**src/procPkg.sv**
```systemverilog
// Shared definitions for the proc core.
// Holds the ISA field layout, the opcodes and the ALU function codes;
// every stage imports what it needs from here.
package procPkg;

    localparam int dataWidth    = 16;   // Data and instruction word
    localparam int regAddrWidth = 3;    // Eight general registers
    localparam int imemDepth    = 16;
    localparam int dmemDepth    = 256;

    typedef enum logic [3:0] {
        opNop  = 4'd0,
        opAdd  = 4'd1,
        opSub  = 4'd2,
        opAnd  = 4'd3,
        opOr   = 4'd4,
        opXor  = 4'd5,
        opSll  = 4'd6,
        opAddi = 4'd7,
        opLd   = 4'd8,
        opSt   = 4'd9,
        opHalt = 4'd15
    } opcodeT;

    // One instruction word, seen as register or immediate format
    typedef union packed {
        struct packed {
            opcodeT                  op;
            logic [regAddrWidth-1:0] rd;
            logic [regAddrWidth-1:0] rs;
            logic [regAddrWidth-1:0] rt;
            logic [2:0]              unused;
        } rType;
        struct packed {
            opcodeT                  op;
            logic [regAddrWidth-1:0] rd;
            logic [regAddrWidth-1:0] rs;
            logic [5:0]              imm6;   // Sign-extended in decode
        } iType;
    } instrT;

    typedef enum logic [2:0] {
        aluAdd,
        aluSub,
        aluAnd,
        aluOr,
        aluXor,
        aluSll
    } aluOpT;

endpackage

```
**src/fetch.sv**
```systemverilog
// Fetch stage: program memory, PC and the IF/ID register.
// The program is written through the load port while run is low.
// Fetching stops after a HALT or after the last word of memory.
`timescale 1ns/1ps
module fetch (
    input  logic                                   clk,
    input  logic                                   rstN,
    input  logic                                   run,
    input  logic                                   stall,
    input  logic                                   progWe,
    input  logic [$clog2(procPkg::imemDepth)-1:0]  progAddr,
    input  procPkg::instrT                         progData,
    output logic                                   ifValid,
    output procPkg::instrT                         ifInstr
);
    import procPkg::*;

    instrT                          imem [imemDepth];
    logic [$clog2(imemDepth)-1:0]   pc;
    logic                           fetchDone;   // Sticky once HALT or end reached
    logic                           doFetch;

    assign doFetch = run && !stall && !fetchDone;

    always_ff @(posedge clk) begin
        if (progWe && !run) begin
            imem[progAddr] <= progData;
        end
    end

    always_ff @(posedge clk or negedge rstN) begin
        if (!rstN) begin
            pc        <= '0;
            ifValid   <= 1'b0;
            fetchDone <= 1'b0;
        end else if (!stall) begin
            ifValid <= doFetch;   // Bubble when idle
            if (doFetch) begin
                pc <= pc + 1'b1;
                if (imem[pc].rType.op == opHalt || int'(pc) == imemDepth - 1) begin
                    fetchDone <= 1'b1;
                end
            end
        end
    end

    always_ff @(posedge clk) begin
        if (doFetch) begin
            ifInstr <= imem[pc];
        end
    end

    // Program may only change while the core is stopped
    progWhileRun: assert property (@(posedge clk) disable iff (!rstN) !(progWe && run))
        else $error("Program write while run is high");

endmodule

```
**src/decode.sv**
```systemverilog
// Decode stage: register file, control decode, RAW interlock and ID/EX.
// Stalls while a source register is still pending in execute or memory;
// the writeback port is forwarded into same-cycle reads.
// Illegal opcodes set the sticky err flag and become bubbles.
`timescale 1ns/1ps
module decode (
    input  logic                                 clk,
    input  logic                                 rstN,
    input  logic                                 ifValid,
    input  procPkg::instrT                       ifInstr,
    input  logic                                 wbValid,
    input  logic [procPkg::regAddrWidth-1:0]     wbAddr,
    input  logic [procPkg::dataWidth-1:0]        wbData,
    input  logic                                 exPendValid,
    input  logic [procPkg::regAddrWidth-1:0]     exPendRd,
    input  logic                                 memPendValid,
    input  logic [procPkg::regAddrWidth-1:0]     memPendRd,
    output logic                                 stall,
    output logic                                 err,
    output logic                                 exValid,
    output procPkg::aluOpT                       exAluOp,
    output logic [procPkg::regAddrWidth-1:0]     exRd,
    output logic                                 exRegWrite,
    output logic                                 exMemRead,
    output logic                                 exMemWrite,
    output logic                                 exHalt,
    output logic [procPkg::dataWidth-1:0]        exOpA,
    output logic [procPkg::dataWidth-1:0]        exOpB,
    output logic [procPkg::dataWidth-1:0]        exStoreData
);
    import procPkg::*;

    logic [dataWidth-1:0]        regs [2**regAddrWidth];
    logic [regAddrWidth-1:0]     rsA, rtA, rdA;
    logic [dataWidth-1:0]        rsVal, rtVal, rdVal, immExt;
    logic [2**regAddrWidth-1:0]  pendMask;   // One bit per pending destination
    logic legal, regWrite, memRead, memWrite, halt, useImm;
    logic readRs, readRt, readRd, accept;
    aluOpT aluOp;

    assign rsA    = ifInstr.iType.rs;
    assign rtA    = ifInstr.rType.rt;
    assign rdA    = ifInstr.iType.rd;
    assign immExt = {{(dataWidth-6){ifInstr.iType.imm6[5]}}, ifInstr.iType.imm6};

    always_ff @(posedge clk or negedge rstN) begin
        if (!rstN) begin
            for (int i = 0; i < 2**regAddrWidth; i++) begin
                regs[i] <= '0;
            end
        end else if (wbValid) begin
            regs[wbAddr] <= wbData;
        end
    end

    // Write-through so the retiring result is seen this cycle
    assign rsVal = (wbValid && wbAddr == rsA) ? wbData : regs[rsA];
    assign rtVal = (wbValid && wbAddr == rtA) ? wbData : regs[rtA];
    assign rdVal = (wbValid && wbAddr == rdA) ? wbData : regs[rdA];

    always_comb begin
        legal    = 1'b1;
        regWrite = 1'b0;
        memRead  = 1'b0;
        memWrite = 1'b0;
        halt     = 1'b0;
        useImm   = 1'b0;
        readRs   = 1'b0;
        readRt   = 1'b0;
        readRd   = 1'b0;
        case (ifInstr.rType.op)
            opNop: ;
            opAdd, opSub, opAnd, opOr, opXor, opSll: begin
                regWrite = 1'b1;
                readRs   = 1'b1;
                readRt   = 1'b1;
            end
            opAddi, opLd: begin
                regWrite = 1'b1;
                memRead  = (ifInstr.rType.op == opLd);
                readRs   = 1'b1;
                useImm   = 1'b1;
            end
            opSt: begin
                memWrite = 1'b1;
                readRs   = 1'b1;
                readRd   = 1'b1;   // Store data comes from rd
                useImm   = 1'b1;
            end
            opHalt:  halt  = 1'b1;
            default: legal = 1'b0;
        endcase
    end

    always_comb begin
        case (ifInstr.rType.op)
            opSub:   aluOp = aluSub;
            opAnd:   aluOp = aluAnd;
            opOr:    aluOp = aluOr;
            opXor:   aluOp = aluXor;
            opSll:   aluOp = aluSll;
            default: aluOp = aluAdd;   // ADD, ADDI and address math
        endcase
    end

    always_comb begin
        pendMask = '0;
        if (exPendValid) pendMask[exPendRd] = 1'b1;
        if (memPendValid) pendMask[memPendRd] = 1'b1;
    end

    assign stall = ifValid && ((readRs && pendMask[rsA]) || (readRt && pendMask[rtA]) ||
                               (readRd && pendMask[rdA]));
    assign accept = ifValid && legal && !stall;

    always_ff @(posedge clk or negedge rstN) begin
        if (!rstN) begin
            exValid    <= 1'b0;
            exRegWrite <= 1'b0;
            exMemRead  <= 1'b0;
            exMemWrite <= 1'b0;
            exHalt     <= 1'b0;
            err        <= 1'b0;
        end else begin
            exValid    <= accept;   // Bubble on stall or illegal op
            exRegWrite <= accept && regWrite;
            exMemRead  <= accept && memRead;
            exMemWrite <= accept && memWrite;
            exHalt     <= accept && halt;
            if (ifValid && !legal) err <= 1'b1;
        end
    end

    always_ff @(posedge clk) begin
        exAluOp     <= aluOp;
        exRd        <= rdA;
        exOpA       <= rsVal;
        exOpB       <= useImm ? immExt : rtVal;
        exStoreData <= rdVal;
    end

    // Stalled instruction stays in IF/ID until it is accepted
    holdOnStall: assert property (@(posedge clk) disable iff (!rstN)
        stall |=> ifValid && $stable(ifInstr))
        else $error("IF/ID changed during a stall");

endmodule

```
**src/execute.sv**
```systemverilog
// Execute stage: ALU and the EX/MEM register.
// Load and store addresses come from the same adder as ADD and ADDI.
// Reports its destination to decode for the interlock.
`timescale 1ns/1ps
module execute (
    input  logic                                 clk,
    input  logic                                 rstN,
    input  logic                                 exValid,
    input  procPkg::aluOpT                       exAluOp,
    input  logic [procPkg::regAddrWidth-1:0]     exRd,
    input  logic                                 exRegWrite,
    input  logic                                 exMemRead,
    input  logic                                 exMemWrite,
    input  logic                                 exHalt,
    input  logic [procPkg::dataWidth-1:0]        exOpA,
    input  logic [procPkg::dataWidth-1:0]        exOpB,
    input  logic [procPkg::dataWidth-1:0]        exStoreData,
    output logic                                 memValid,
    output logic [procPkg::regAddrWidth-1:0]     memRd,
    output logic                                 memRegWrite,
    output logic                                 memMemRead,
    output logic                                 memMemWrite,
    output logic                                 memHalt,
    output logic [procPkg::dataWidth-1:0]        memAluOut,
    output logic [procPkg::dataWidth-1:0]        memStoreData,
    output logic                                 exPendValid,
    output logic [procPkg::regAddrWidth-1:0]     exPendRd
);
    import procPkg::*;

    logic [dataWidth-1:0] sum, aluOut;

    assign sum = exOpA + exOpB;

    always_comb begin
        case (exAluOp)
            aluSub:  aluOut = exOpA - exOpB;
            aluAnd:  aluOut = exOpA & exOpB;
            aluOr:   aluOut = exOpA | exOpB;
            aluXor:  aluOut = exOpA ^ exOpB;
            aluSll:  aluOut = exOpA << exOpB[3:0];
            default: aluOut = sum;
        endcase
    end

    assign exPendValid = exValid && exRegWrite;
    assign exPendRd    = exRd;

    always_ff @(posedge clk or negedge rstN) begin
        if (!rstN) begin
            memValid    <= 1'b0;
            memRegWrite <= 1'b0;
            memMemRead  <= 1'b0;
            memMemWrite <= 1'b0;
            memHalt     <= 1'b0;
        end else begin
            memValid    <= exValid;
            memRegWrite <= exValid && exRegWrite;
            memMemRead  <= exValid && exMemRead;
            memMemWrite <= exValid && exMemWrite;
            memHalt     <= exValid && exHalt;
        end
    end

    always_ff @(posedge clk) begin
        memRd        <= exRd;
        memAluOut    <= aluOut;
        memStoreData <= exStoreData;
    end

endmodule

```
**src/memory.sv**
```systemverilog
// Memory and writeback stage: data memory plus the MEM/WB output register.
// Produces the one-cycle writeback strobe and the sticky halted flag.
`timescale 1ns/1ps
module memory (
    input  logic                                 clk,
    input  logic                                 rstN,
    input  logic                                 memValid,
    input  logic [procPkg::regAddrWidth-1:0]     memRd,
    input  logic                                 memRegWrite,
    input  logic                                 memMemRead,
    input  logic                                 memMemWrite,
    input  logic                                 memHalt,
    input  logic [procPkg::dataWidth-1:0]        memAluOut,
    input  logic [procPkg::dataWidth-1:0]        memStoreData,
    output logic                                 wbValid,
    output logic [procPkg::regAddrWidth-1:0]     wbAddr,
    output logic [procPkg::dataWidth-1:0]        wbData,
    output logic                                 halted,
    output logic                                 memPendValid,
    output logic [procPkg::regAddrWidth-1:0]     memPendRd
);
    import procPkg::*;

    logic [dataWidth-1:0]         dataMem [dmemDepth];
    logic [$clog2(dmemDepth)-1:0] addr;
    logic [dataWidth-1:0]         wbNext;

    assign addr = memAluOut[$clog2(dmemDepth)-1:0];   // Upper address bits ignored

    always_ff @(posedge clk) begin
        if (memValid && memMemWrite) begin
            dataMem[addr] <= memStoreData;
        end
    end

    assign wbNext = memMemRead ? dataMem[addr] : memAluOut;

    assign memPendValid = memValid && memRegWrite;
    assign memPendRd    = memRd;

    always_ff @(posedge clk or negedge rstN) begin
        if (!rstN) begin
            wbValid <= 1'b0;
            halted  <= 1'b0;
        end else begin
            wbValid <= memValid && memRegWrite;
            if (memValid && memHalt) halted <= 1'b1;
        end
    end

    always_ff @(posedge clk) begin
        wbAddr <= memRd;
        wbData <= wbNext;
    end

    addrKnown: assert property (@(posedge clk) disable iff (!rstN)
        memValid && (memMemRead || memMemWrite) |-> !$isunknown(addr))
        else $error("Data memory address is X");

endmodule

```
**src/proc.sv**
```systemverilog
// Top level of the four-stage proc core.
// Chains fetch, decode, execute and memory; decode stalls fetch on hazards.
// The testbench loads the program through the prog* port, then raises run.
`timescale 1ns/1ps
module proc (
    input  logic                                 clk,
    input  logic                                 rstN,
    input  logic                                 run,
    input  logic                                 progWe,
    input  logic [$clog2(procPkg::imemDepth)-1:0] progAddr,
    input  procPkg::instrT                       progData,
    output logic                                 wbValid,
    output logic [procPkg::regAddrWidth-1:0]     wbAddr,
    output logic [procPkg::dataWidth-1:0]        wbData,
    output logic                                 halted,
    output logic                                 err
);
    import procPkg::*;

    // Fetch to decode
    logic                    ifValid;
    instrT                   ifInstr;
    logic                    stall;

    // Decode to execute
    logic                    exValid;
    aluOpT                   exAluOp;
    logic [regAddrWidth-1:0] exRd;
    logic                    exRegWrite, exMemRead, exMemWrite, exHalt;
    logic [dataWidth-1:0]    exOpA, exOpB, exStoreData;

    // Execute to memory
    logic                    memValid;
    logic [regAddrWidth-1:0] memRd;
    logic                    memRegWrite, memMemRead, memMemWrite, memHalt;
    logic [dataWidth-1:0]    memAluOut, memStoreData;

    // Pending destinations for the interlock
    logic                    exPendValid, memPendValid;
    logic [regAddrWidth-1:0] exPendRd, memPendRd;

    fetch fetch_i (
        .clk(clk), .rstN(rstN), .run(run), .stall(stall),
        .progWe(progWe), .progAddr(progAddr), .progData(progData),
        .ifValid(ifValid), .ifInstr(ifInstr)
    );

    decode decode_i (
        .clk(clk), .rstN(rstN),
        .ifValid(ifValid), .ifInstr(ifInstr),
        .wbValid(wbValid), .wbAddr(wbAddr), .wbData(wbData),
        .exPendValid(exPendValid), .exPendRd(exPendRd),
        .memPendValid(memPendValid), .memPendRd(memPendRd),
        .stall(stall), .err(err),
        .exValid(exValid), .exAluOp(exAluOp), .exRd(exRd),
        .exRegWrite(exRegWrite), .exMemRead(exMemRead), .exMemWrite(exMemWrite),
        .exHalt(exHalt), .exOpA(exOpA), .exOpB(exOpB), .exStoreData(exStoreData)
    );

    execute execute_i (
        .clk(clk), .rstN(rstN),
        .exValid(exValid), .exAluOp(exAluOp), .exRd(exRd),
        .exRegWrite(exRegWrite), .exMemRead(exMemRead), .exMemWrite(exMemWrite),
        .exHalt(exHalt), .exOpA(exOpA), .exOpB(exOpB), .exStoreData(exStoreData),
        .memValid(memValid), .memRd(memRd), .memRegWrite(memRegWrite),
        .memMemRead(memMemRead), .memMemWrite(memMemWrite), .memHalt(memHalt),
        .memAluOut(memAluOut), .memStoreData(memStoreData),
        .exPendValid(exPendValid), .exPendRd(exPendRd)
    );

    memory memory_i (
        .clk(clk), .rstN(rstN),
        .memValid(memValid), .memRd(memRd), .memRegWrite(memRegWrite),
        .memMemRead(memMemRead), .memMemWrite(memMemWrite), .memHalt(memHalt),
        .memAluOut(memAluOut), .memStoreData(memStoreData),
        .wbValid(wbValid), .wbAddr(wbAddr), .wbData(wbData), .halted(halted),
        .memPendValid(memPendValid), .memPendRd(memPendRd)
    );

endmodule

```
**config.mk**
```make
export PLATFORM = sky130hd
export DESIGN_NAME = proc
export DESIGN_NICKNAME = d
export VERILOG_FILES = /design/src/procPkg.sv /design/src/fetch.sv /design/src/decode.sv /design/src/execute.sv /design/src/memory.sv /design/src/proc.sv
export SDC_FILE = /design/constraint.sdc
export NUM_CORES = 2
export LEC_CHECK = 0
export ABC_CLOCK_PERIOD_IN_PS = 9400
export BUFFER_PORTS_ARGS = -buffer_cell sky130_fd_sc_hd__buf_4
export CAP_MARGIN = 30
export CORE_ASPECT_RATIO = 2
export CORE_MARGIN = 2
export CORE_UTILIZATION = 35
export DETAILED_ROUTE_END_ITERATION = 8
export PLACE_DENSITY = 0.59
export SKIP_CTS_REPAIR_TIMING = 1
export SYNTH_ARGS = -nofsm -noshare
export SYNTH_HDL_FRONTEND = slang
export SYNTH_HIERARCHICAL = 1
export SYNTH_MEMORY_MAX_BITS = 65536
export SYNTH_SLANG_ARGS = --single-unit
```
**constraint.sdc**
```tcl
create_clock -name clk -period 9.4 [get_ports clk]
set_input_delay 0 -clock clk [delete_from_list [all_inputs] [get_ports clk]]
set_output_delay 0 -clock clk [all_outputs]
set_load 0.01 [all_outputs]
```
After elaboration in Yosys (flattened, before gate mapping):

Memories as Yosys holds them, arrays and structs flattened. A register that Yosys moved wholly into a read port is not among the register bits.
Cells that the tools add are included.

* add/subtract/negate cells: 3
* $lt $le $gt $ge: 12
* eq/ne operators: 20
* shift-type cells: 1
* multiplexer cells: 43
* bitwise logic cells: 9
* reduce and logical (&&, ||, !) cells: 43

Operators by type and width (count)
* 2-to-1 mux 16 bit: 12
* binary-select mux 16 bit (select 3 bit): 3
* bitwise mux 128 bit: 1
* one-hot mux 16 bit (5 select lines): 1
* demux 16 bit (select 3 bit): 1
* logical AND 1 bit: 27
* less-than comparator 3 x 4 -> 1 bit, second input constant: 5
* 2-to-1 mux 1 bit: 17
* adder 16 bit: 1
* AND 16 bit: 1
* == test 4 x 3 -> 1 bit, second input constant: 4
* == test 4 bit, second input constant: 4
* greater-or-equal comparator 4 bit, second input constant: 4
* 2-to-1 mux 8 bit: 2
* inverter 3 -> 4 bit: 4
* bitwise OR 16 bit: 1
* << shifter 16 x 4 -> 16 bit: 1
* subtractor 16 bit: 1
* bitwise XOR 16 bit: 1
* one-hot mux 3 bit (5 select lines): 1
* OR reduction 11 bit: 1
* binary-select mux 1 bit (select 3 bit): 3
* == test 3 bit: 3
* OR reduction 9 bit: 1
* other kinds (20): 31

* bits in registers: 271
* RAM bits: 4352
* input bits: 24
* output and inout bits: 22
* logic and storage cells: 168
* memories kept: 2

Memories
* memory_i.dataMem: words 256, width 16, rd ports 1, clocked after memory_dff 1, write ports 1, line memory.sv:24 `logic [dataWidth-1:0] dataMem [dmemDepth];`
* fetch_i.imem: words 16, width 16, rd ports 1, clocked after memory_dff 0, write ports 1, line fetch.sv:18 `instrT imem [imemDepth];`

Logic depth before layout (Yosys ltp):

* depth in word-level cells: 17
* depth in mapped cells: 16

By module:

The synthesis kept the hierarchy.

By module, submodules not included
* memory: instances 1, cells each 7249, area an instance 158634.6 µm²
* fetch: instances 1, cells each 441, area an instance 10547.6 µm²
* decode: instances 1, cells each 777, area an instance 10159.7 µm²
* execute: instances 1, cells each 427, area an instance 3478.3 µm²

Least setup slack after synthesis:

OpenSTA, ideal clock, no wires.

* path kind: reg2reg
* start: reg execute_i/memStoreData[0] in the netlist's numbering
* end: mem memory_i.dataMem[0][0] (data pin)
* arrival time: 3382 ps
* data required time: 8548 ps
* slack: 5166 ps
* stages on the path, launching flop included: 1
* cell sequence: dfxtp_1

RTL lines
* start, declared: line execute.sv:25 `output logic [procPkg::dataWidth-1:0] memStoreData,`
* start signal, assigned: line execute.sv:68 `memStoreData <= exStoreData;`
* end, declared: line memory.sv:24

Straight into the memory's write port.

==> reports/results.tsv <==
stage	metric	value	unit
outcome	outcome	finished clean	
layout	Multi-input gate area	43200	µm²
layout	Layout Utilization	0.401	
hold_path	Min-Delay Path Class	input port to asynchronous set/reset pin	
worst_setup_path	crit path DAT	6440	ps
worst_setup_path	Max FO, Critical Path	43	
synthesis	synthesized flop and latch total	4623	
drt	DR WL/cell	36.0	µm
synthesis	most frequent cell after synthesis	edfxtp_1	
timing	Worst Slack Setup Final	3870	ps
grt	first-pass GRT wire length	818000	µm
worst_setup_path	Reg-to-Reg Start	execute_i/memAluOut[0]$_DFF_P_	
timing	clk_skew	78.4	ps
timing	Slew HR	0.0347	
power_and_ir_drop	Int Power	0.0376	W
floorplanning	die width	515	µm
flow_run	Max Cap Violations	0	
worst_setup_path	critical path cell sequence	buf_4 > buf_4 > mux4_2 > mux4_2 > o21ai_0 > o221ai_1 > a31o_1	
floorplanning	DIE HEIGHT	1030	µm
worst_setup_path	slowest CP cell	buf_4	
clocking	CTS buffer count	387	
floorplanning	CORE AREA	521000	µm²
clocking	CTS Root Cell	clkbuf_16	
floorplanning	I/O pin count	46	
synthesis	sequential fraction of the synthesis area	0.749	
floorplanning	Initial Util	0.351	
placed_design	GPL Wtd Cong	0.982	
timing	Worst-Margin Slew	1450	ps
drt	Post-route DRC	0	
timing	Final setup viols	0	
worst_setup_path	R2R setup slack	3870	ps
drt	drt total wl	597000	µm
clocking	Longest Clk Path Bufs	4	
clocking	Num Clock Sinks	4623	
clocking	clock slew at reported path FFs	70	ps
power_and_ir_drop	P_sw	0.0193	W
timing	Fin. Hold Viols	0	
grt	GRT overflow	0	
worst_setup_path	critical path class	flop to flop	
layout	Fillers	45689	
drt	post-route ant nets	0	
synthesis	Post-synth ARST share	0.0318	
synthesis	post-synthesis cell type count	100	
timing	RSZ-0062 raised after global routing	false	
timing	crit path time final	5530	ps
worst_setup_path	Startpoint Class	flop	
synthesis	Syn Std Cell Area	183000	µm²
worst_setup_path	critical path endpoint category	flop	
worst_setup_path	cells on worst reg2reg path	7	
placed_design	hpwl dp	394000	µm
clocking	CTS tree	yes	
synthesis	Primary FF master, synth	edfxtp_1	
floorplanning	Cell Rows	375	
worst_setup_path	Critical Path Max Stage Delay	820	ps
grt	largest net degree at the start of global routing	179	
drt	Pre-antenna DRT Iters	6	
worst_setup_path	reg2reg end	memory_i/wbData[4]$_DFF_P_	
clocking	clock latency on the worst-skew pair	1010	ps
clocking	H-tree level count	5	
power_and_ir_drop	Net Sw Frac	0.340	
synthesis	total of warnings raised by yosys	6	
layout	final net count	9485	
timing	pins over their slew limit	0	
synthesis	syn nets	8969	
worst_setup_path	CP delay by family, top	compound AO/OA/AOI/OAI gates	
synthesis	number of synthesized flops with an enable pin	4368	
timing	final hold slack	52.4	ps
synthesis	syn_area_per_cell	20.6	µm²
power_and_ir_drop	Static Leak	70.7	nW
power_and_ir_drop	Design Power	0.0569	W
placed_design	pre-CTS setup slack	4010	ps
power_and_ir_drop	pwr dens	272	nW/µm²
worst_setup_path	Setup crit start	execute_i/memAluOut[0]$_DFF_P_	
worst_setup_path	Worst Path Buf+Inv	2	
timing	Final period util	0.588	
synthesis	post-synth top area share	0.717	
grt	initial antenna violation count	51	
timing	Max Clk Rate	181	MHz
timing	setup TNS	0	ps
layout	register area	137000	µm²
synthesis	most instantiated cells after synthesis	edfxtp_1, mux4_2, mux2i_1, nor2_1, nand2_1	
power_and_ir_drop	Clock Power Share	0.296	
power_and_ir_drop	sequential share of power	0.420	
synthesis	Post-Syn Instances	8894	
synthesis	largest area contributor in the netlist	edfxtp_1	
drt	Iter 0 DRT Violations	11853	
worst_setup_path	cell count along the critical path	7	
synthesis	largest cells by area after synthesis	edfxtp_1, mux4_2, mux2i_1	
layout	area grow syn2layout	14.3	%
drt	via count	95745	
grt	All-Layer GR Usage	0.223	
worst_setup_path	crit path capture	memory_i/wbData[4]$_DFF_P_	
power_and_ir_drop	combinational power share	0.284	
placed_design	I/O Buffers	45	
power_and_ir_drop	Max VDD drop	0.233	mV
worst_setup_path	Crit path required time	10310	ps
layout	layout cells sized above 1	0.281	
grt	vias in the first global route	97351	
floorplanning	DIE AREA	528000	µm²
drt	Vias/cell	5.77	
through the flow:
step	area, µm²	cells
floorplan	183000	8894
global placement	193000	15619
detailed placement	195000	15746
CTS	208000	16459
global route	209000	16555
finish	209000	16584
final cells by class:
class                   count  share of cell area
diodes                     64            0.000766
clock buffers             458              0.0485
clock inverters           255              0.0142
inverters                  63             0.00126
multi-input cells        3674               0.207
flip-flops and latches   4623               0.656
well taps                6786              0.0406
repair buffers            661              0.0317
cells by family (layout without fill, tap and decap cells):
family	count (synthesis)	in the layout	synth area share
and+or+nand+nor	1109	1109	0.0272
xor gates and xnor gates	41	41	0.00196
buffers and inverters	597	1437	0.0178
other	0	64	0
muxes	1736	1736	0.173
AOI/OAI and AO/OA	737	737	0.0274
adders and majority gates	51	51	0.00353
DFF	4623	4623	0.749
cells in the final DEF, fill, tap and decap left out, types with 24 or more instances in the layout:
cell type	instances
edfxtp_1	4368
mux4_2	1118
mux2i_1	467
buf_4	466
clkbuf_16	391
nand2_1	363
nor2_1	265
a21oi_1	164
nor2_2	148
dfrtp_1	145
mux2_2	135
a22oi_1	113
nand3_1	95
o22ai_1	89
dfxtp_1	82
buf_8	76
clkinv_1	72
diode_2	64
clkinv_2	63
o21ai_0	61
clkbuf_1	57
inv_1	54
ha_1	50
bufinv_16	49
a32oi_1	47
dlygate4sd3_1	42
o211ai_1	41
xnor2_1	33
nor3_1	31
a31oi_1	30
buf_16	29
buf_12	29
clkinvlp_4	26
o21ai_1	26
and3_1	25
a221oi_1	24
worst min-delay path: stages:
cell and delay, ps:
dlygate4sd3_1 520, dlygate4sd3_1 560, buf_6 140, buf_4 190
routing by layer:
layer | vias to the layer above | track usage | wire (µm)
met1 | 51390 | 0.235 | 189000
met3 | 1503 | 0.0346 | 38600
met4 | 12 | 0.199 | 63300
met2 | 4954 | 0.386 | 306000
met5 | - | 0 | 95
li1 | 37886 | - | -
worst min path at each step:
stage               start                        endpoint  slack [ps]  cells after the start
global route         rstN   decode_i/regs[76]$_DFFE_PN0P_          80                      4
CTS                  rstN  decode_i/regs[127]$_DFFE_PN0P_        -940                      1
floorplan            rstN        decode_i/err$_DFFE_PN0P_        -300                      0
finish               rstN   decode_i/regs[25]$_DFFE_PN0P_          50                      4
detailed placement   rstN  decode_i/regs[127]$_DFFE_PN0P_          90                      1
global placement     rstN   decode_i/regs[95]$_DFFE_PN0P_          80                      1
state kept, by name, summed over array words and instances, names as in the netlist, 3 cells and up:
signal                  flops
fetch_i/pc                  4
fetch_i/ifInstr            16
decode_i/exAluOp            3
execute_i/memRd             3
decode_i/exRd               3
decode_i/exOpB             16
memory_i/wbData            16
memory_i/dataMem         4096
execute_i/memAluOut        16
execute_i/memStoreData     16
decode_i/exOpA             16
decode_i/regs             128
memory_i/wbAddr             3
fetch_i/imem              256
decode_i/exStoreData       16
power groups by stage:
stage,Clock (W),Combinational [W],Sequential (W)
after floorplan,0,0.00846,0.0243
after detailed placement,0,0.0158,0.0244
after CTS,0.0170,0.0158,0.0239
final,0.0168,0.0162,0.0239
after global placement,0,0.0156,0.0243
after global routing,0.0177,0.0164,0.0239
No activity file was read; power rests on OpenSTA's default activity.
